`config.mk`:
```
export PLATFORM = sky130hd
export DESIGN_NAME = sent_tx_top
export DESIGN_NICKNAME = d
export VERILOG_FILES = /design/src/hdl/sent_cfg_pkg.sv /design/src/hdl/sent_frame_pkg.sv /design/src/hdl/sent_host_port.sv /design/src/hdl/sent_frame_fifo.sv /design/src/hdl/sent_crc4.sv /design/src/hdl/sent_frame_tx.sv /design/src/hdl/sent_tx_top.sv
export SDC_FILE = /design/constraint.sdc
export NUM_CORES = 1
export LEC_CHECK = 0
export ABC_AREA = 0
export BUFFER_PORTS_ARGS = -buffer_cell sky130_fd_sc_hd__buf_2
export CAP_MARGIN = 15
export CORE_ASPECT_RATIO = 1.4
export CORE_MARGIN = 2
export CORE_UTILIZATION = 55
export DETAILED_ROUTE_END_ITERATION = 8
export HOLD_SLACK_MARGIN = 0.08
export PLACE_DENSITY = 0.81
export REMOVE_ABC_BUFFERS = 1
export SLEW_MARGIN = 5
export SYNTH_ARGS = -nofsm -noshare
export SYNTH_HDL_FRONTEND = slang
export SYNTH_HIERARCHICAL = 1
export SYNTH_SLANG_ARGS = --single-unit
export TNS_END_PERCENT = 50
```
`constraint.sdc`:
```
create_clock -name clk -period 8.94 [get_ports clk]
set_input_delay 0.894 -clock clk [delete_from_list [all_inputs] [get_ports clk]]
set_output_delay 0.894 -clock clk [all_outputs]
set_load 0.02 [all_outputs]
```
`src/hdl/sent_cfg_pkg.sv`:
```
// sizes are set for short simulation runs; CYCLES_PER_US must be at least 2 and FIFO_DEPTH a power of two
package sent_cfg_pkg;

  // ----------------------------------------
  // timebase
  // ----------------------------------------
  localparam int CYCLES_PER_US = 4;                      // clocks per microsecond
  localparam int US_CNT_W      = $clog2(CYCLES_PER_US);  // prescaler width

  // ----------------------------------------
  // protocol timing
  // ----------------------------------------
  localparam int SYNC_TICKS        = 56;  // calibration pulse
  localparam int NIBBLE_BASE_TICKS = 12;  // pulse for nibble value 0

  // sae crc-4
  localparam logic [3:0] CRC_SEED = 4'b0101;
  localparam logic [3:0] CRC_POLY = 4'b1101;  // x^4+x^3+x^2+1 without the x^4 term

  // config and counter widths
  localparam int TICK_LEN_W  = 8;
  localparam int PAUSE_LEN_W = 16;
  localparam int PULSE_CNT_W = 10;  // longest pulse in ticks must fit here

  // ----------------------------------------
  // frame queue
  // ----------------------------------------
  localparam int FIFO_DEPTH       = 16;
  localparam int FIFO_PTR_W       = $clog2(FIFO_DEPTH);
  localparam int FIFO_PFULL_LEVEL = FIFO_DEPTH - 2;  // port register plus one in flight

endpackage

```
`src/hdl/sent_frame_pkg.sv`:
```
// frame word bit 31 is ignored and data_len outside 1..6 is not supported
package sent_frame_pkg;

  // ----------------------------------------
  // queued frame word
  // ----------------------------------------
  typedef struct packed {
    logic        spare;     // bit 31 unused
    logic [2:0]  data_len;  // data nibbles 1..6
    logic [3:0]  status;    // status and comm nibble
    logic [23:0] data;      // nibble 1 sits in [23:20]
  } sent_frame_t;

  // ----------------------------------------
  // modes
  // ----------------------------------------
  typedef enum logic [1:0] {
    PAUSE_NONE  = 2'd0,  // crc pulse ends the frame
    PAUSE_FIXED = 2'd1   // pause pulse of pause_len ticks
  } pause_mode_e;

  typedef enum logic {
    CRC_LEGACY      = 1'b0,
    CRC_RECOMMENDED = 1'b1  // one zero nibble appended
  } crc_mode_e;

  // transmitter pulse sequencer
  typedef enum logic [2:0] {
    PULSE_IDLE  = 3'd0,
    PULSE_SYNC  = 3'd1,
    PULSE_DATA  = 3'd2,  // status nibble too
    PULSE_CRC   = 3'd3,
    PULSE_PAUSE = 3'd4
  } pulse_e;

endpackage

```
`src/hdl/sent_host_port.sv`:
```
// cfg_valid is a one-cycle request and new settings wait until the line is idle and the queue is drained
`timescale 1ns/1ps

module sent_host_port (
  input  logic                                 clk,
  input  logic                                 rst,
  input  logic                                 frame_valid,
  input  sent_frame_pkg::sent_frame_t          frame_data,
  output logic                                 frame_ready,
  input  logic                                 cfg_valid,
  input  logic [sent_cfg_pkg::TICK_LEN_W-1:0]  cfg_ctick_len,
  input  logic [sent_cfg_pkg::TICK_LEN_W-1:0]  cfg_ltick_len,
  input  sent_frame_pkg::pause_mode_e          cfg_pause_mode,
  input  logic [sent_cfg_pkg::PAUSE_LEN_W-1:0] cfg_pause_len,
  input  sent_frame_pkg::crc_mode_e            cfg_crc_mode,
  output logic                                 cfg_ready,
  output logic                                 wr_valid,
  output sent_frame_pkg::sent_frame_t          wr_data,
  input  logic                                 wr_ready,
  input  logic                                 near_full,
  input  logic                                 empty,
  input  logic                                 line_idle,
  output logic [sent_cfg_pkg::TICK_LEN_W-1:0]  ctick_len,
  output logic [sent_cfg_pkg::TICK_LEN_W-1:0]  ltick_len,
  output sent_frame_pkg::pause_mode_e          pause_mode,
  output logic [sent_cfg_pkg::PAUSE_LEN_W-1:0] pause_len,
  output sent_frame_pkg::crc_mode_e            crc_mode
);
  import sent_cfg_pkg::*;
  import sent_frame_pkg::*;

  logic [TICK_LEN_W-1:0]  sh_ctick_len;   // shadow copy
  logic [TICK_LEN_W-1:0]  sh_ltick_len;
  pause_mode_e            sh_pause_mode;
  logic [PAUSE_LEN_W-1:0] sh_pause_len;
  crc_mode_e              sh_crc_mode;
  logic                   cfg_pending;
  logic                   safe_to_apply;  // nothing queued or on the line
  logic                   frame_take;

  // ----------------------------------------
  // frame path
  // ----------------------------------------
  // near_full leaves room for this register and the word in flight
  assign frame_ready = !near_full && (!wr_valid || wr_ready);
  assign frame_take  = frame_valid && frame_ready;

  always_ff @(posedge clk or posedge rst)
  begin
    if (rst)
      wr_valid <= 1'b0;
    else if (frame_take)
      wr_valid <= 1'b1;
    else if (wr_ready)
      wr_valid <= 1'b0;  // drained into the queue
  end

  always_ff @(posedge clk)
  begin
    if (frame_take)
      wr_data <= frame_data;
  end

  // ----------------------------------------
  // configuration
  // ----------------------------------------
  assign safe_to_apply = line_idle && empty && !wr_valid;

  always_ff @(posedge clk)
  begin
    if (cfg_valid)
    begin
      sh_ctick_len  <= cfg_ctick_len;
      sh_ltick_len  <= cfg_ltick_len;
      sh_pause_mode <= cfg_pause_mode;
      sh_pause_len  <= cfg_pause_len;
      sh_crc_mode   <= cfg_crc_mode;
    end
  end

  always_ff @(posedge clk or posedge rst)
  begin
    if (rst)
      cfg_pending <= 1'b0;
    else if (cfg_valid)
      cfg_pending <= 1'b1;  // a fresh request wins over apply
    else if (safe_to_apply)
      cfg_pending <= 1'b0;
  end

  // applied settings seen by the transmitter
  always_ff @(posedge clk or posedge rst)
  begin
    if (rst)
    begin
      ctick_len  <= TICK_LEN_W'(3);  // 3 us tick
      ltick_len  <= TICK_LEN_W'(4);
      pause_mode <= PAUSE_NONE;
      pause_len  <= PAUSE_LEN_W'(12);
      crc_mode   <= CRC_LEGACY;
    end
    else if (cfg_pending && safe_to_apply)
    begin
      ctick_len  <= sh_ctick_len;
      ltick_len  <= sh_ltick_len;
      pause_mode <= sh_pause_mode;
      pause_len  <= sh_pause_len;
      crc_mode   <= sh_crc_mode;
    end
  end

  always_ff @(posedge clk or posedge rst)
  begin
    if (rst)
      cfg_ready <= 1'b0;
    else
      cfg_ready <= safe_to_apply && !cfg_pending;
  end

  // offered frame holds until the queue takes it
  a_wr_hold: assert property (@(posedge clk) disable iff (rst)
    wr_valid && !wr_ready |=> wr_valid && $stable(wr_data));

endmodule

```
`src/hdl/sent_frame_fifo.sv`:
```
// rd_data is the head word and only meaningful while rd_valid is high; occupancy never wraps past FIFO_DEPTH
`timescale 1ns/1ps

module sent_frame_fifo (
  input  logic                        clk,
  input  logic                        rst,
  input  logic                        wr_valid,
  input  sent_frame_pkg::sent_frame_t wr_data,
  output logic                        wr_ready,
  output logic                        rd_valid,
  output sent_frame_pkg::sent_frame_t rd_data,
  input  logic                        rd_ready,
  output logic                        near_full,
  output logic                        empty
);
  import sent_cfg_pkg::*;
  import sent_frame_pkg::*;

  sent_frame_t           mem [FIFO_DEPTH];
  logic [FIFO_PTR_W-1:0] wr_ptr;
  logic [FIFO_PTR_W-1:0] rd_ptr;
  logic [FIFO_PTR_W:0]   count;  // one extra bit for full
  logic                  full;
  logic                  do_wr;
  logic                  do_rd;

  // ----------------------------------------
  // flags
  // ----------------------------------------
  assign full      = (count == (FIFO_PTR_W + 1)'(FIFO_DEPTH));
  assign empty     = (count == '0);
  assign near_full = (count >= (FIFO_PTR_W + 1)'(FIFO_PFULL_LEVEL));

  assign wr_ready = !full;
  assign rd_valid = !empty;
  assign do_wr    = wr_valid && wr_ready;
  assign do_rd    = rd_ready && rd_valid;

  // fwft head straight from the array
  assign rd_data = mem[rd_ptr];

  // ----------------------------------------
  // storage
  // ----------------------------------------
  always_ff @(posedge clk)
  begin
    if (do_wr)
      mem[wr_ptr] <= wr_data;
  end

  always_ff @(posedge clk or posedge rst)
  begin
    if (rst)
    begin
      wr_ptr <= '0;
      rd_ptr <= '0;
      count  <= '0;
    end
    else
    begin
      if (do_wr)
        wr_ptr <= wr_ptr + 1'b1;  // wraps at depth
      if (do_rd)
        rd_ptr <= rd_ptr + 1'b1;
      case ({do_wr, do_rd})
        2'b10:   count <= count + 1'b1;
        2'b01:   count <= count - 1'b1;
        default: count <= count;  // idle or both
      endcase
    end
  end

  // ----------------------------------------
  // checks
  // ----------------------------------------
  // host port threshold must keep writes away from a full queue
  a_no_wr_full: assert property (@(posedge clk) disable iff (rst)
    wr_valid |-> !full);

  // transmitter only pops a word it has seen
  a_no_rd_empty: assert property (@(posedge clk) disable iff (rst)
    rd_ready |-> !empty);

endmodule

```
`src/hdl/sent_crc4.sv`:
```
// frame_len must be 1..6 and crc_start must not repeat before crc_done; crc_value holds until the next start
`timescale 1ns/1ps

module sent_crc4 (
  input  logic        clk,
  input  logic        rst,
  input  logic        crc_start,
  input  logic        crc_mode,
  input  logic [2:0]  frame_len,
  input  logic [23:0] frame_nibbles,
  output logic        crc_done,
  output logic [3:0]  crc_value
);
  import sent_cfg_pkg::*;

  logic [23:0] nib_sr;     // next nibble on top
  logic [2:0]  fold_cnt;   // folds left
  logic        zero_tail;  // recommended mode
  logic        busy;
  logic [3:0]  fold_in;
  logic [3:0]  fold_out;

  // last fold of recommended mode takes a zero nibble
  assign fold_in = (zero_tail && fold_cnt == 3'd1) ? 4'd0 : nib_sr[23:20];

  // state times x^4 mod poly, then add the nibble
  always_comb
  begin
    fold_out = crc_value;
    for (int i = 0; i < 4; i++)
      fold_out = {fold_out[2:0], 1'b0} ^ (fold_out[3] ? CRC_POLY : 4'd0);
    fold_out = fold_out ^ fold_in;
  end

  always_ff @(posedge clk or posedge rst)
  begin
    if (rst)
    begin
      busy     <= 1'b0;
      fold_cnt <= '0;
      crc_done <= 1'b0;
    end
    else
    begin
      crc_done <= 1'b0;  // single cycle
      if (crc_start)
      begin
        busy     <= 1'b1;
        fold_cnt <= frame_len + {2'b00, crc_mode};
      end
      else if (busy)
      begin
        fold_cnt <= fold_cnt - 1'b1;
        if (fold_cnt == 3'd1)
        begin
          busy     <= 1'b0;
          crc_done <= 1'b1;  // with the final fold
        end
      end
    end
  end

  always_ff @(posedge clk)
  begin
    if (crc_start)
    begin
      nib_sr    <= frame_nibbles;
      zero_tail <= crc_mode;
      crc_value <= CRC_SEED;
    end
    else if (busy)
    begin
      nib_sr    <= {nib_sr[19:0], 4'd0};
      crc_value <= fold_out;
    end
  end

  // transmitter starts one frame at a time
  a_no_restart: assert property (@(posedge clk) disable iff (rst) crc_start |-> !busy);

endmodule

```
`src/hdl/sent_frame_tx.sv`:
```
// settings must stay stable while not idle; ctick_len nonzero, ltick_len below 12 and below pause_len, pause_len under 1024
`timescale 1ns/1ps

module sent_frame_tx (
  input  logic                                 clk,
  input  logic                                 rst,
  input  logic                                 rd_valid,
  input  sent_frame_pkg::sent_frame_t          rd_data,
  output logic                                 rd_ready,
  input  logic [sent_cfg_pkg::TICK_LEN_W-1:0]  ctick_len,
  input  logic [sent_cfg_pkg::TICK_LEN_W-1:0]  ltick_len,
  input  sent_frame_pkg::pause_mode_e          pause_mode,
  input  logic [sent_cfg_pkg::PAUSE_LEN_W-1:0] pause_len,
  input  sent_frame_pkg::crc_mode_e            crc_mode,
  output logic                                 line_idle,
  output logic                                 sent
);
  import sent_cfg_pkg::*;
  import sent_frame_pkg::*;

  pulse_e                 state;
  logic [US_CNT_W-1:0]    us_cnt;     // clocks in the current us
  logic [TICK_LEN_W-1:0]  tick_cnt;   // us in the current tick
  logic                   us_end;
  logic                   tick;       // tick strobe
  logic [PULSE_CNT_W-1:0] pulse_cnt;  // ticks into the pulse
  logic [PULSE_CNT_W-1:0] pulse_len;
  logic                   pulse_end;
  logic                   frame_end;
  logic                   load;
  logic [27:0]            nib_sr;     // status nibble on top
  logic [2:0]             data_len;
  logic [2:0]             nib_cnt;    // 0 is status
  logic [3:0]             crc_nib;
  logic                   crc_start;
  logic                   crc_done;
  logic [3:0]             crc_value;

  // ----------------------------------------
  // timebase
  // ----------------------------------------
  assign us_end = (us_cnt == US_CNT_W'(CYCLES_PER_US - 1));
  assign tick   = us_end && (tick_cnt == ctick_len - 1'b1);

  always_ff @(posedge clk or posedge rst)
  begin
    if (rst)
    begin
      us_cnt   <= '0;
      tick_cnt <= '0;
    end
    else if (state == PULSE_IDLE)
    begin
      us_cnt   <= '0;  // held while idle so the first tick is whole
      tick_cnt <= '0;
    end
    else
    begin
      us_cnt <= us_end ? '0 : us_cnt + 1'b1;
      if (us_end)
        tick_cnt <= tick ? '0 : tick_cnt + 1'b1;
    end
  end

  // ----------------------------------------
  // sequencer
  // ----------------------------------------
  always_comb
  begin
    case (state)
      PULSE_DATA:  pulse_len = PULSE_CNT_W'(NIBBLE_BASE_TICKS) + PULSE_CNT_W'(nib_sr[27:24]);
      PULSE_CRC:   pulse_len = PULSE_CNT_W'(NIBBLE_BASE_TICKS) + PULSE_CNT_W'(crc_nib);
      PULSE_PAUSE: pulse_len = pause_len[PULSE_CNT_W-1:0];
      default:     pulse_len = PULSE_CNT_W'(SYNC_TICKS);
    endcase
  end

  assign pulse_end = tick && (pulse_cnt == pulse_len - 1'b1);
  assign frame_end = pulse_end && (state == PULSE_PAUSE ||
                                   (state == PULSE_CRC && pause_mode == PAUSE_NONE));
  assign load      = rd_valid && (state == PULSE_IDLE || frame_end);  // back-to-back
  assign rd_ready  = load;
  assign line_idle = (state == PULSE_IDLE);

  always_ff @(posedge clk or posedge rst)
  begin
    if (rst)
    begin
      state     <= PULSE_IDLE;
      pulse_cnt <= '0;
      nib_cnt   <= '0;
      crc_start <= 1'b0;
    end
    else
    begin
      crc_start <= load;  // engine reads nib_sr a cycle after load
      if (load)
      begin
        state     <= PULSE_SYNC;
        pulse_cnt <= '0;
        nib_cnt   <= '0;
      end
      else if (state != PULSE_IDLE && tick)
      begin
        pulse_cnt <= pulse_end ? '0 : pulse_cnt + 1'b1;
        if (pulse_end)
        begin
          case (state)
            PULSE_SYNC: state <= PULSE_DATA;
            PULSE_DATA:
            begin
              nib_cnt <= nib_cnt + 1'b1;
              if (nib_cnt == data_len)
                state <= PULSE_CRC;  // status plus data_len nibbles sent
            end
            PULSE_CRC: state <= (pause_mode == PAUSE_NONE) ? PULSE_IDLE : PULSE_PAUSE;
            default:   state <= PULSE_IDLE;  // queue ran dry
          endcase
        end
      end
    end
  end

  // frame payload
  always_ff @(posedge clk)
  begin
    if (load)
    begin
      nib_sr   <= {rd_data.status, rd_data.data};
      data_len <= rd_data.data_len;
    end
    else if (state == PULSE_DATA && pulse_end)
      nib_sr <= {nib_sr[23:0], 4'd0};
    if (crc_done)
      crc_nib <= crc_value;  // long before the crc pulse
  end

  sent_crc4 sent_crc4_i (
    .clk           (clk),
    .rst           (rst),
    .crc_start     (crc_start),
    .crc_mode      (crc_mode),
    .frame_len     (data_len),
    .frame_nibbles (nib_sr[23:0]),  // data only
    .crc_done      (crc_done),
    .crc_value     (crc_value)
  );

  // ----------------------------------------
  // line driver
  // ----------------------------------------
  always_ff @(posedge clk or posedge rst)
  begin
    if (rst)
      sent <= 1'b1;
    else
      sent <= !(state != PULSE_IDLE && pulse_cnt < PULSE_CNT_W'(ltick_len));
  end

  // every pulse ends high so idle never starts low
  a_idle_high: assert property (@(posedge clk) disable iff (rst) line_idle |-> sent);

endmodule

```
`src/hdl/sent_tx_top.sv`:
```
// one SENT channel per instance; frame_ready drops two frames before the queue is actually full
`timescale 1ns/1ps

module sent_tx_top (
  input  logic                                 clk,
  input  logic                                 rst,
  input  logic                                 frame_valid,
  input  sent_frame_pkg::sent_frame_t          frame_data,
  output logic                                 frame_ready,
  input  logic                                 cfg_valid,
  input  logic [sent_cfg_pkg::TICK_LEN_W-1:0]  cfg_ctick_len,
  input  logic [sent_cfg_pkg::TICK_LEN_W-1:0]  cfg_ltick_len,
  input  sent_frame_pkg::pause_mode_e          cfg_pause_mode,
  input  logic [sent_cfg_pkg::PAUSE_LEN_W-1:0] cfg_pause_len,
  input  sent_frame_pkg::crc_mode_e            cfg_crc_mode,
  output logic                                 cfg_ready,
  output logic                                 sent
);
  import sent_cfg_pkg::*;
  import sent_frame_pkg::*;

  // host port to queue
  logic                   wr_valid;
  sent_frame_t            wr_data;
  logic                   wr_ready;
  logic                   near_full;
  logic                   empty;
  // queue to transmitter
  logic                   rd_valid;
  sent_frame_t            rd_data;
  logic                   rd_ready;
  // applied settings and line status
  logic [TICK_LEN_W-1:0]  ctick_len;
  logic [TICK_LEN_W-1:0]  ltick_len;
  pause_mode_e            pause_mode;
  logic [PAUSE_LEN_W-1:0] pause_len;
  crc_mode_e              crc_mode;
  logic                   line_idle;

  // port names match the wires above
  sent_host_port  sent_host_port_i  (.*);
  sent_frame_fifo sent_frame_fifo_i (.*);
  sent_frame_tx   sent_frame_tx_i   (.*);

endmodule

```
* Word level (Yosys, flattened, before mapping)
Memory sizes are Yosys's and may differ from the RTL's.
Index checks and enable logic that the tools add are counted.
** Word-level totals
- Bits in latches :: 0
- Word-level logic and storage cells :: 155
- Input port bits :: 71
- Flip-flop bits (word level) :: 203
- Memory bits (writable) :: 512
- Output and inout bits :: 3
- ROM bits :: 0
- Memories kept :: 1
** Memories
- sent_frame_fifo_i.mem :: depth 16, bits a word 32, rd ports 1, clocked after Yosys merged registers in 0, wr ports 1, RTL line sent_frame_fifo.sv:19 : sent_frame_t mem [FIFO_DEPTH];
** Cells by class
- Add/subtract/negate cells :: 14
- Multipliers :: 0
- Muxes and demuxes :: 43
- Order comparisons :: 2
- Reductions and logical operators :: 40
- Bitwise logic cells :: 5
- Div/mod/pow operators :: 0
- Equality and inequality tests :: 14
- Shifts and indexed selects :: 0
** Operator list (number)
- $mux W28 :: 2
- $mux W24 :: 2
- $mux W3 :: 11
- $mux W10 :: 3
- $pmux W10 S3 :: 1
- $mux W8 :: 3
- $mux W4 :: 5
- $xor A4 B4 Y4 :: 5
- $logic_and A1 B1 Y1 :: 17
- $reduce_bool A2 Y1 :: 8
- $mux W1 :: 12
- $add A10 B1 Y10 const B :: 1
- $add A4 B4 Y5 const A :: 2
- $eq A10 B10 Y1 :: 1
- $lt A10 B8 Y1 :: 1
- $pmux W5 S2 :: 1
- $sub A10 B1 Y10 const B :: 1
- $pmux W3 S3 :: 1
- $add A4 B1 Y4 const B :: 2
- $add A8 B1 Y8 const B :: 1
- $eq A8 B8 Y1 :: 1
- $sub A8 B1 Y8 const B :: 1
- $eq A3 B1 Y1 const B :: 2
- $eq A3 B2 Y1 const B :: 2
- 22 further kinds :: 32

* Depth between registers and ports, before layout
- Word-level depth :: 11
- Depth in mapped cells :: 19

* Hierarchy
The synthesis kept the hierarchy.
** By module, submodules not included
- sent_frame_fifo :: seq. area each 15700.1 um^2, times used 1, area an instance 20423.3 um^2, cells each 1010
- sent_frame_tx :: seq. area each 1752.9 um^2, times used 1, area an instance 4120.2 um^2, cells each 378
- sent_host_port :: seq. area each 2969.1 um^2, times used 1, area an instance 3582.2 um^2, cells each 153
- sent_crc4 :: seq. area each 955.9 um^2, times used 1, area an instance 1589.0 um^2, cells each 116

* Worst setup path before layout
No wires, ideal clock.
- Path kind :: register to register
- Start :: register sent_frame_tx_i.state[2]
- End :: register sent_frame_tx_i.nib_sr[0], enable pin
- Stages on the path, launching flop included :: 13
- Clock period less this slack :: 5.239 ns
- Data arrival time :: 4.817 ns
- Required time :: 8.518 ns
- Buffers on the path :: 2
- Slack :: 3.701 ns
- Path through :: dfrtp_1 > and3b_1 > clkbuf_1 > a211oi_2 > ha_1 > nor4b_2 > a21bo_1 > a2111oi_0 > o32ai_2 > o31ai_4 > a21oi_4 > buf_6 > a21oi_1
** Between the ends
- Word-level cells in the longest chain between the ends :: 9
- Elaborated cells between the ends (all ways) :: 15
- Classes of those cells :: 1 x add/sub; 4 x eq/ne; 1 x mux; 9 x reduce/logical
** RTL lines
- from (decl) :: RTL line sent_frame_tx.sv:21 : pulse_e state;
- from (signal assigned) :: RTL line sent_frame_tx.sv:116 : PULSE_CRC: state <= (pause_mode == PAUSE_NONE) ? PULSE_IDLE : PULSE_PAUSE;
- $eq A3 B3 Y1, or another cell as far along :: RTL line sent_frame_tx.sv:70, sent_frame_tx.sv:79
- $pmux W10 S3 :: RTL line sent_frame_tx.sv:70 : case (state)
- $sub A10 B1 Y10 :: RTL line sent_frame_tx.sv:78 : assign pulse_end = tick && (pulse_cnt == pulse_len - 1'b1);
- $eq A10 B10 Y1 :: RTL line sent_frame_tx.sv:78
- $logic_and A1 B1 Y1 :: RTL line sent_frame_tx.sv:78
- $logic_and A1 B1 Y1 :: RTL line sent_frame_tx.sv:79 : assign frame_end = pulse_end && (state == PULSE_PAUSE ||
- $logic_or A1 B1 Y1 :: RTL line sent_frame_tx.sv:81 : assign load = rd_valid && (state == PULSE_IDLE || frame_end);
- $logic_and A1 B1 Y1 :: RTL line sent_frame_tx.sv:81
- $reduce_bool A2 Y1 (no line) (*)
- to (signal assigned) :: RTL line sent_frame_tx.sv:129 : nib_sr <= {rd_data.status, rd_data.data};
- to (signal assigned) :: RTL line sent_frame_tx.sv:133 : nib_sr <= {nib_sr[23:0], 4'd0};
- to (decl) :: RTL line sent_frame_tx.sv:31 : logic [27:0] nib_sr;
Mark *: on every way between the ends. The rest lies on a longest branch, timed or not.
A chain may end at the register's enable or synchronous reset.

* Worst setup path after layout
- Start :: register sent_frame_tx_i.state[2]
- End :: register sent_frame_fifo_i.count[4]
** Between the ends
- Word-level cells in the longest chain between the ends :: 11
- Elaborated cells between the ends (all ways) :: 18
- Classes of those cells :: 1 x add/sub; 6 x eq/ne; 2 x mux; 9 x reduce/logical
** RTL lines
- $eq A3 B3 Y1, or another cell as far along :: RTL line sent_frame_tx.sv:70, sent_frame_tx.sv:79
- $pmux W10 S3 :: RTL line sent_frame_tx.sv:70
- $sub A10 B1 Y10 :: RTL line sent_frame_tx.sv:78
- $eq A10 B10 Y1 :: RTL line sent_frame_tx.sv:78
- $logic_and A1 B1 Y1 :: RTL line sent_frame_tx.sv:78
- $logic_and A1 B1 Y1 :: RTL line sent_frame_tx.sv:79
- $logic_or A1 B1 Y1 (*) :: RTL line sent_frame_tx.sv:81
- $logic_and A1 B1 Y1 (*) :: RTL line sent_frame_tx.sv:81
- via rd_ready :: RTL line sent_tx_top.sv:31 : logic rd_ready;
- $logic_and A1 B1 Y1 (*) :: RTL line sent_frame_fifo.sv:37 : assign do_rd = rd_ready && rd_valid;
- via sent_frame_fifo_i.do_rd :: RTL line sent_frame_fifo.sv:25 : logic do_rd;
- $eq A2 B1 Y1 / $eq A2 B2 Y1 (equally long branches) :: RTL line sent_frame_fifo.sv:65 : case ({do_wr, do_rd})
- $pmux W5 S2 / $reduce_bool A2 Y1 (equally long branches)
- to (signal assigned) :: RTL line sent_frame_fifo.sv:66 : 2'b10: count <= count + 1'b1;
- to (signal assigned) :: RTL line sent_frame_fifo.sv:67 : 2'b01: count <= count - 1'b1;
- to (signal assigned) :: RTL line sent_frame_fifo.sv:68 : default: count <= count;
- to (decl) :: RTL line sent_frame_fifo.sv:22 : logic [FIFO_PTR_W:0] count;
Mark *: on every way through the listed nets, which the timed path passes. The rest lies on a longest branch.

==> metrics.cfg <==
[clock_network]
numClockSinks=698
clkTransAtPathRegs_ns=0.07
clk_latency_ns=0.61
post_cts_buffers=0
cts_buffers=67
cts_tree=built
holdBufCountCts=0
h-tree-depth=3
root_buffer=clkbuf_16
cts_buffer_depth=3
cts_resized=0

[critical_path]
r2r-end=sent_frame_fifo_i/count[4]
worstPathArrival_ns=7.15
reg2regPathDepth=18
cp.required_ns=9.47
critPathLaunchType=flip-flop
path_cells=and3b_1 -> a211oi_2 -> ha_1 -> nor4b_2 -> a21bo_1 -> a2111oi_0 -> o32ai_2 -> o31ai_4 -> a21oi_4 -> buf_4 -> inv_2 -> a21boi_1 -> ha_1 -> ha_1 -> a21o_1 -> a21oi_1 -> mux2i_1 -> xnor2_1
critPathKind=flip-flop to flip-flop
critical_path_cell_count=18
cp_max_fo=27
slowest_stage=dfrtp_1
r2r_slack_ns=2.31
cpPeakStageDelay_ns=0.80
cp_top_family=compound AO/OA/AOI/OAI gates
path_buf_inv=2
crit_top_cell=ha_1
rr_startpoint=sent_frame_tx_i/state[2]
end_kind=flip-flop

[die]
die-width_um=197
ios=74
die_area_um2=54000
rows=99
core_um2=51800
initial_core_util=0.554
die_y_um=274

[layout]
post-route-cell-area_um2=31800
syn2layout_area_growth_pct=10.8
multi_input_area_um2=7610
nets=1796
fillCellCount=3516
drive_above_1_share=0.202
post_layout_nonfiller_instances=2402
utilization=0.613
seqCellArea_um2=20500

[sta]
fin_ws_ns=2.31
setup-violations-final=0
max_slew_margin=0.206
min_period_over_period=0.741
tightest_slew_ns=1.19
min_period_ns=6.63
fmax_mhz=151
fin_setup_tns_ns=0
slew_violations=0
fin_worst_hold_slack_ns=0.222
skew_ns=0.0288
rsz0062_at_grt=false
hold_violations=0

[synthesis]
avgSynthCellArea_um2=17.8
yosysWarnings=6
syn-cell-area_um2=28700
netlist_instances=1611

[power]
irDropWorstVdd_mv=0.259
power_density_nw_per_um2=318
fin_total_pwr_mw=10.1
power.leakage_nw=11.2

[route]
ant_nets=0
via_per_inst=6.30
drc=0
firstDrtPassIters=5
drtIter0Drc=1357
avgRoutedWirePerCell_um=25.3
routed_wl_um=60800
num_vias=15136

[grt]
grt_pass1_wl_um=92400
grt_usage=0.228
grt_pass1_vias=15769
antenna_found_initial=0
grt_max_degree=133
grt_overflow_total=0

[placement]
gp_congestion=0.881
placed_cell_area_um2=29700
place_ws_ns=2.42
numPortBuffers=66
dpl.hpwl_um=32700
dpl.cell_count=2283

[run]
drv_cap=0

[min_path]
hp-class=input port to asynchronous set/reset pin

[run_status]
outcome=complete, no violations

[flip-flops by register name (all words and copies together) (netlist names), 4 cells and up]
signal                                 flops
sent_frame_fifo_i/count                    5
sent_frame_fifo_i/mem                    496
sent_frame_fifo_i/rd_ptr                   4
sent_frame_fifo_i/wr_ptr                   4
sent_frame_tx_i/crc_nib                    4
sent_frame_tx_i/nib_sr                    28
sent_frame_tx_i/pulse_cnt                 10
sent_frame_tx_i/sent_crc4_i/crc_value      4
sent_frame_tx_i/sent_crc4_i/nib_sr        24
sent_frame_tx_i/tick_cnt                   8
sent_host_port_i/ctick_len                 8
sent_host_port_i/ltick_len                 8
sent_host_port_i/pause_len                10
sent_host_port_i/sh_ctick_len              8
sent_host_port_i/sh_ltick_len              8
sent_host_port_i/sh_pause_len             10
sent_host_port_i/wr_data                  31
[metal layers]
layer | routed length [um] | part of all wire | global-route usage
met3 | 4250 | 0.070 | 0.0355
met2 | 32000 | 0.53 | 0.404
met5 | 0 | 0 | 0
met4 | 2430 | 0.040 | 0.107
met1 | 22100 | 0.36 | 0.275
[cells in the final DEF (no fill, tap or decap), drive strengths merged, types with 18 or more instances in the layout]
cell,n
mux2,75
nand2,70
edfxtp,616
clkbuf,86
dfrtp,72
clkinv,26
o21ai,53
mux2i,129
a22oi,31
mux4,62
a221oi,64
buf,97
inv,33
xor2,21
ha,27
nor2,44
nor3,18
xnor2,31
[how the worst max path moves through the flow]
stage | slack [ns] | from | end
after global routing | 1.83 | sent_frame_tx_i/state[2] | sent_frame_fifo_i/count[4]
after floorplan | 1.13 | sent_frame_fifo_i/rd_ptr[0] | sent_frame_tx_i/nib_sr[4]
after global placement | 2.61 | sent_frame_tx_i/state[2] | sent_frame_fifo_i/count[4]
after detailed placement | 2.42 | sent_frame_tx_i/state[2] | sent_frame_fifo_i/count[4]
after CTS | 2.39 | sent_frame_tx_i/state[2] | sent_frame_fifo_i/count[4]
final | 2.31 | sent_frame_tx_i/state[2] | sent_frame_fifo_i/count[4]
[layout make-up]
cell class	instances	share of cell area
multi-input cells	800	0.240
flip-flops and latches	698	0.647
inverters	33	0.00390
well taps	656	0.0258
clock inverters	31	0.00953
clock buffers	86	0.0554
repair buffers	97	0.0188
diodes	1	0.0000788
[worst reg2reg max path, cell delays in order (launching register included)]
cell       delay [ns]
dfrtp_1          0.80
and3b_1          0.35
a211oi_2         0.50
ha_1             0.28
nor4b_2          0.62
a21bo_1          0.28
a2111oi_0        0.50
o32ai_2          0.29
o31ai_4          0.37
a21oi_4          0.07
buf_4            0.28
inv_2            0.34
a21boi_1         0.47
ha_1             0.38
ha_1             0.31
a21o_1           0.18
a21oi_1          0.17
mux2i_1          0.23
xnor2_1          0.13
[report_power, final]
group	switching [mW]	internal [mW]	total, mW
clock network	1.17	1.52	2.68
logic	1.57	1.22	2.79
registers	0.449	4.17	4.62
No activity file was read; power rests on OpenSTA's default activity.
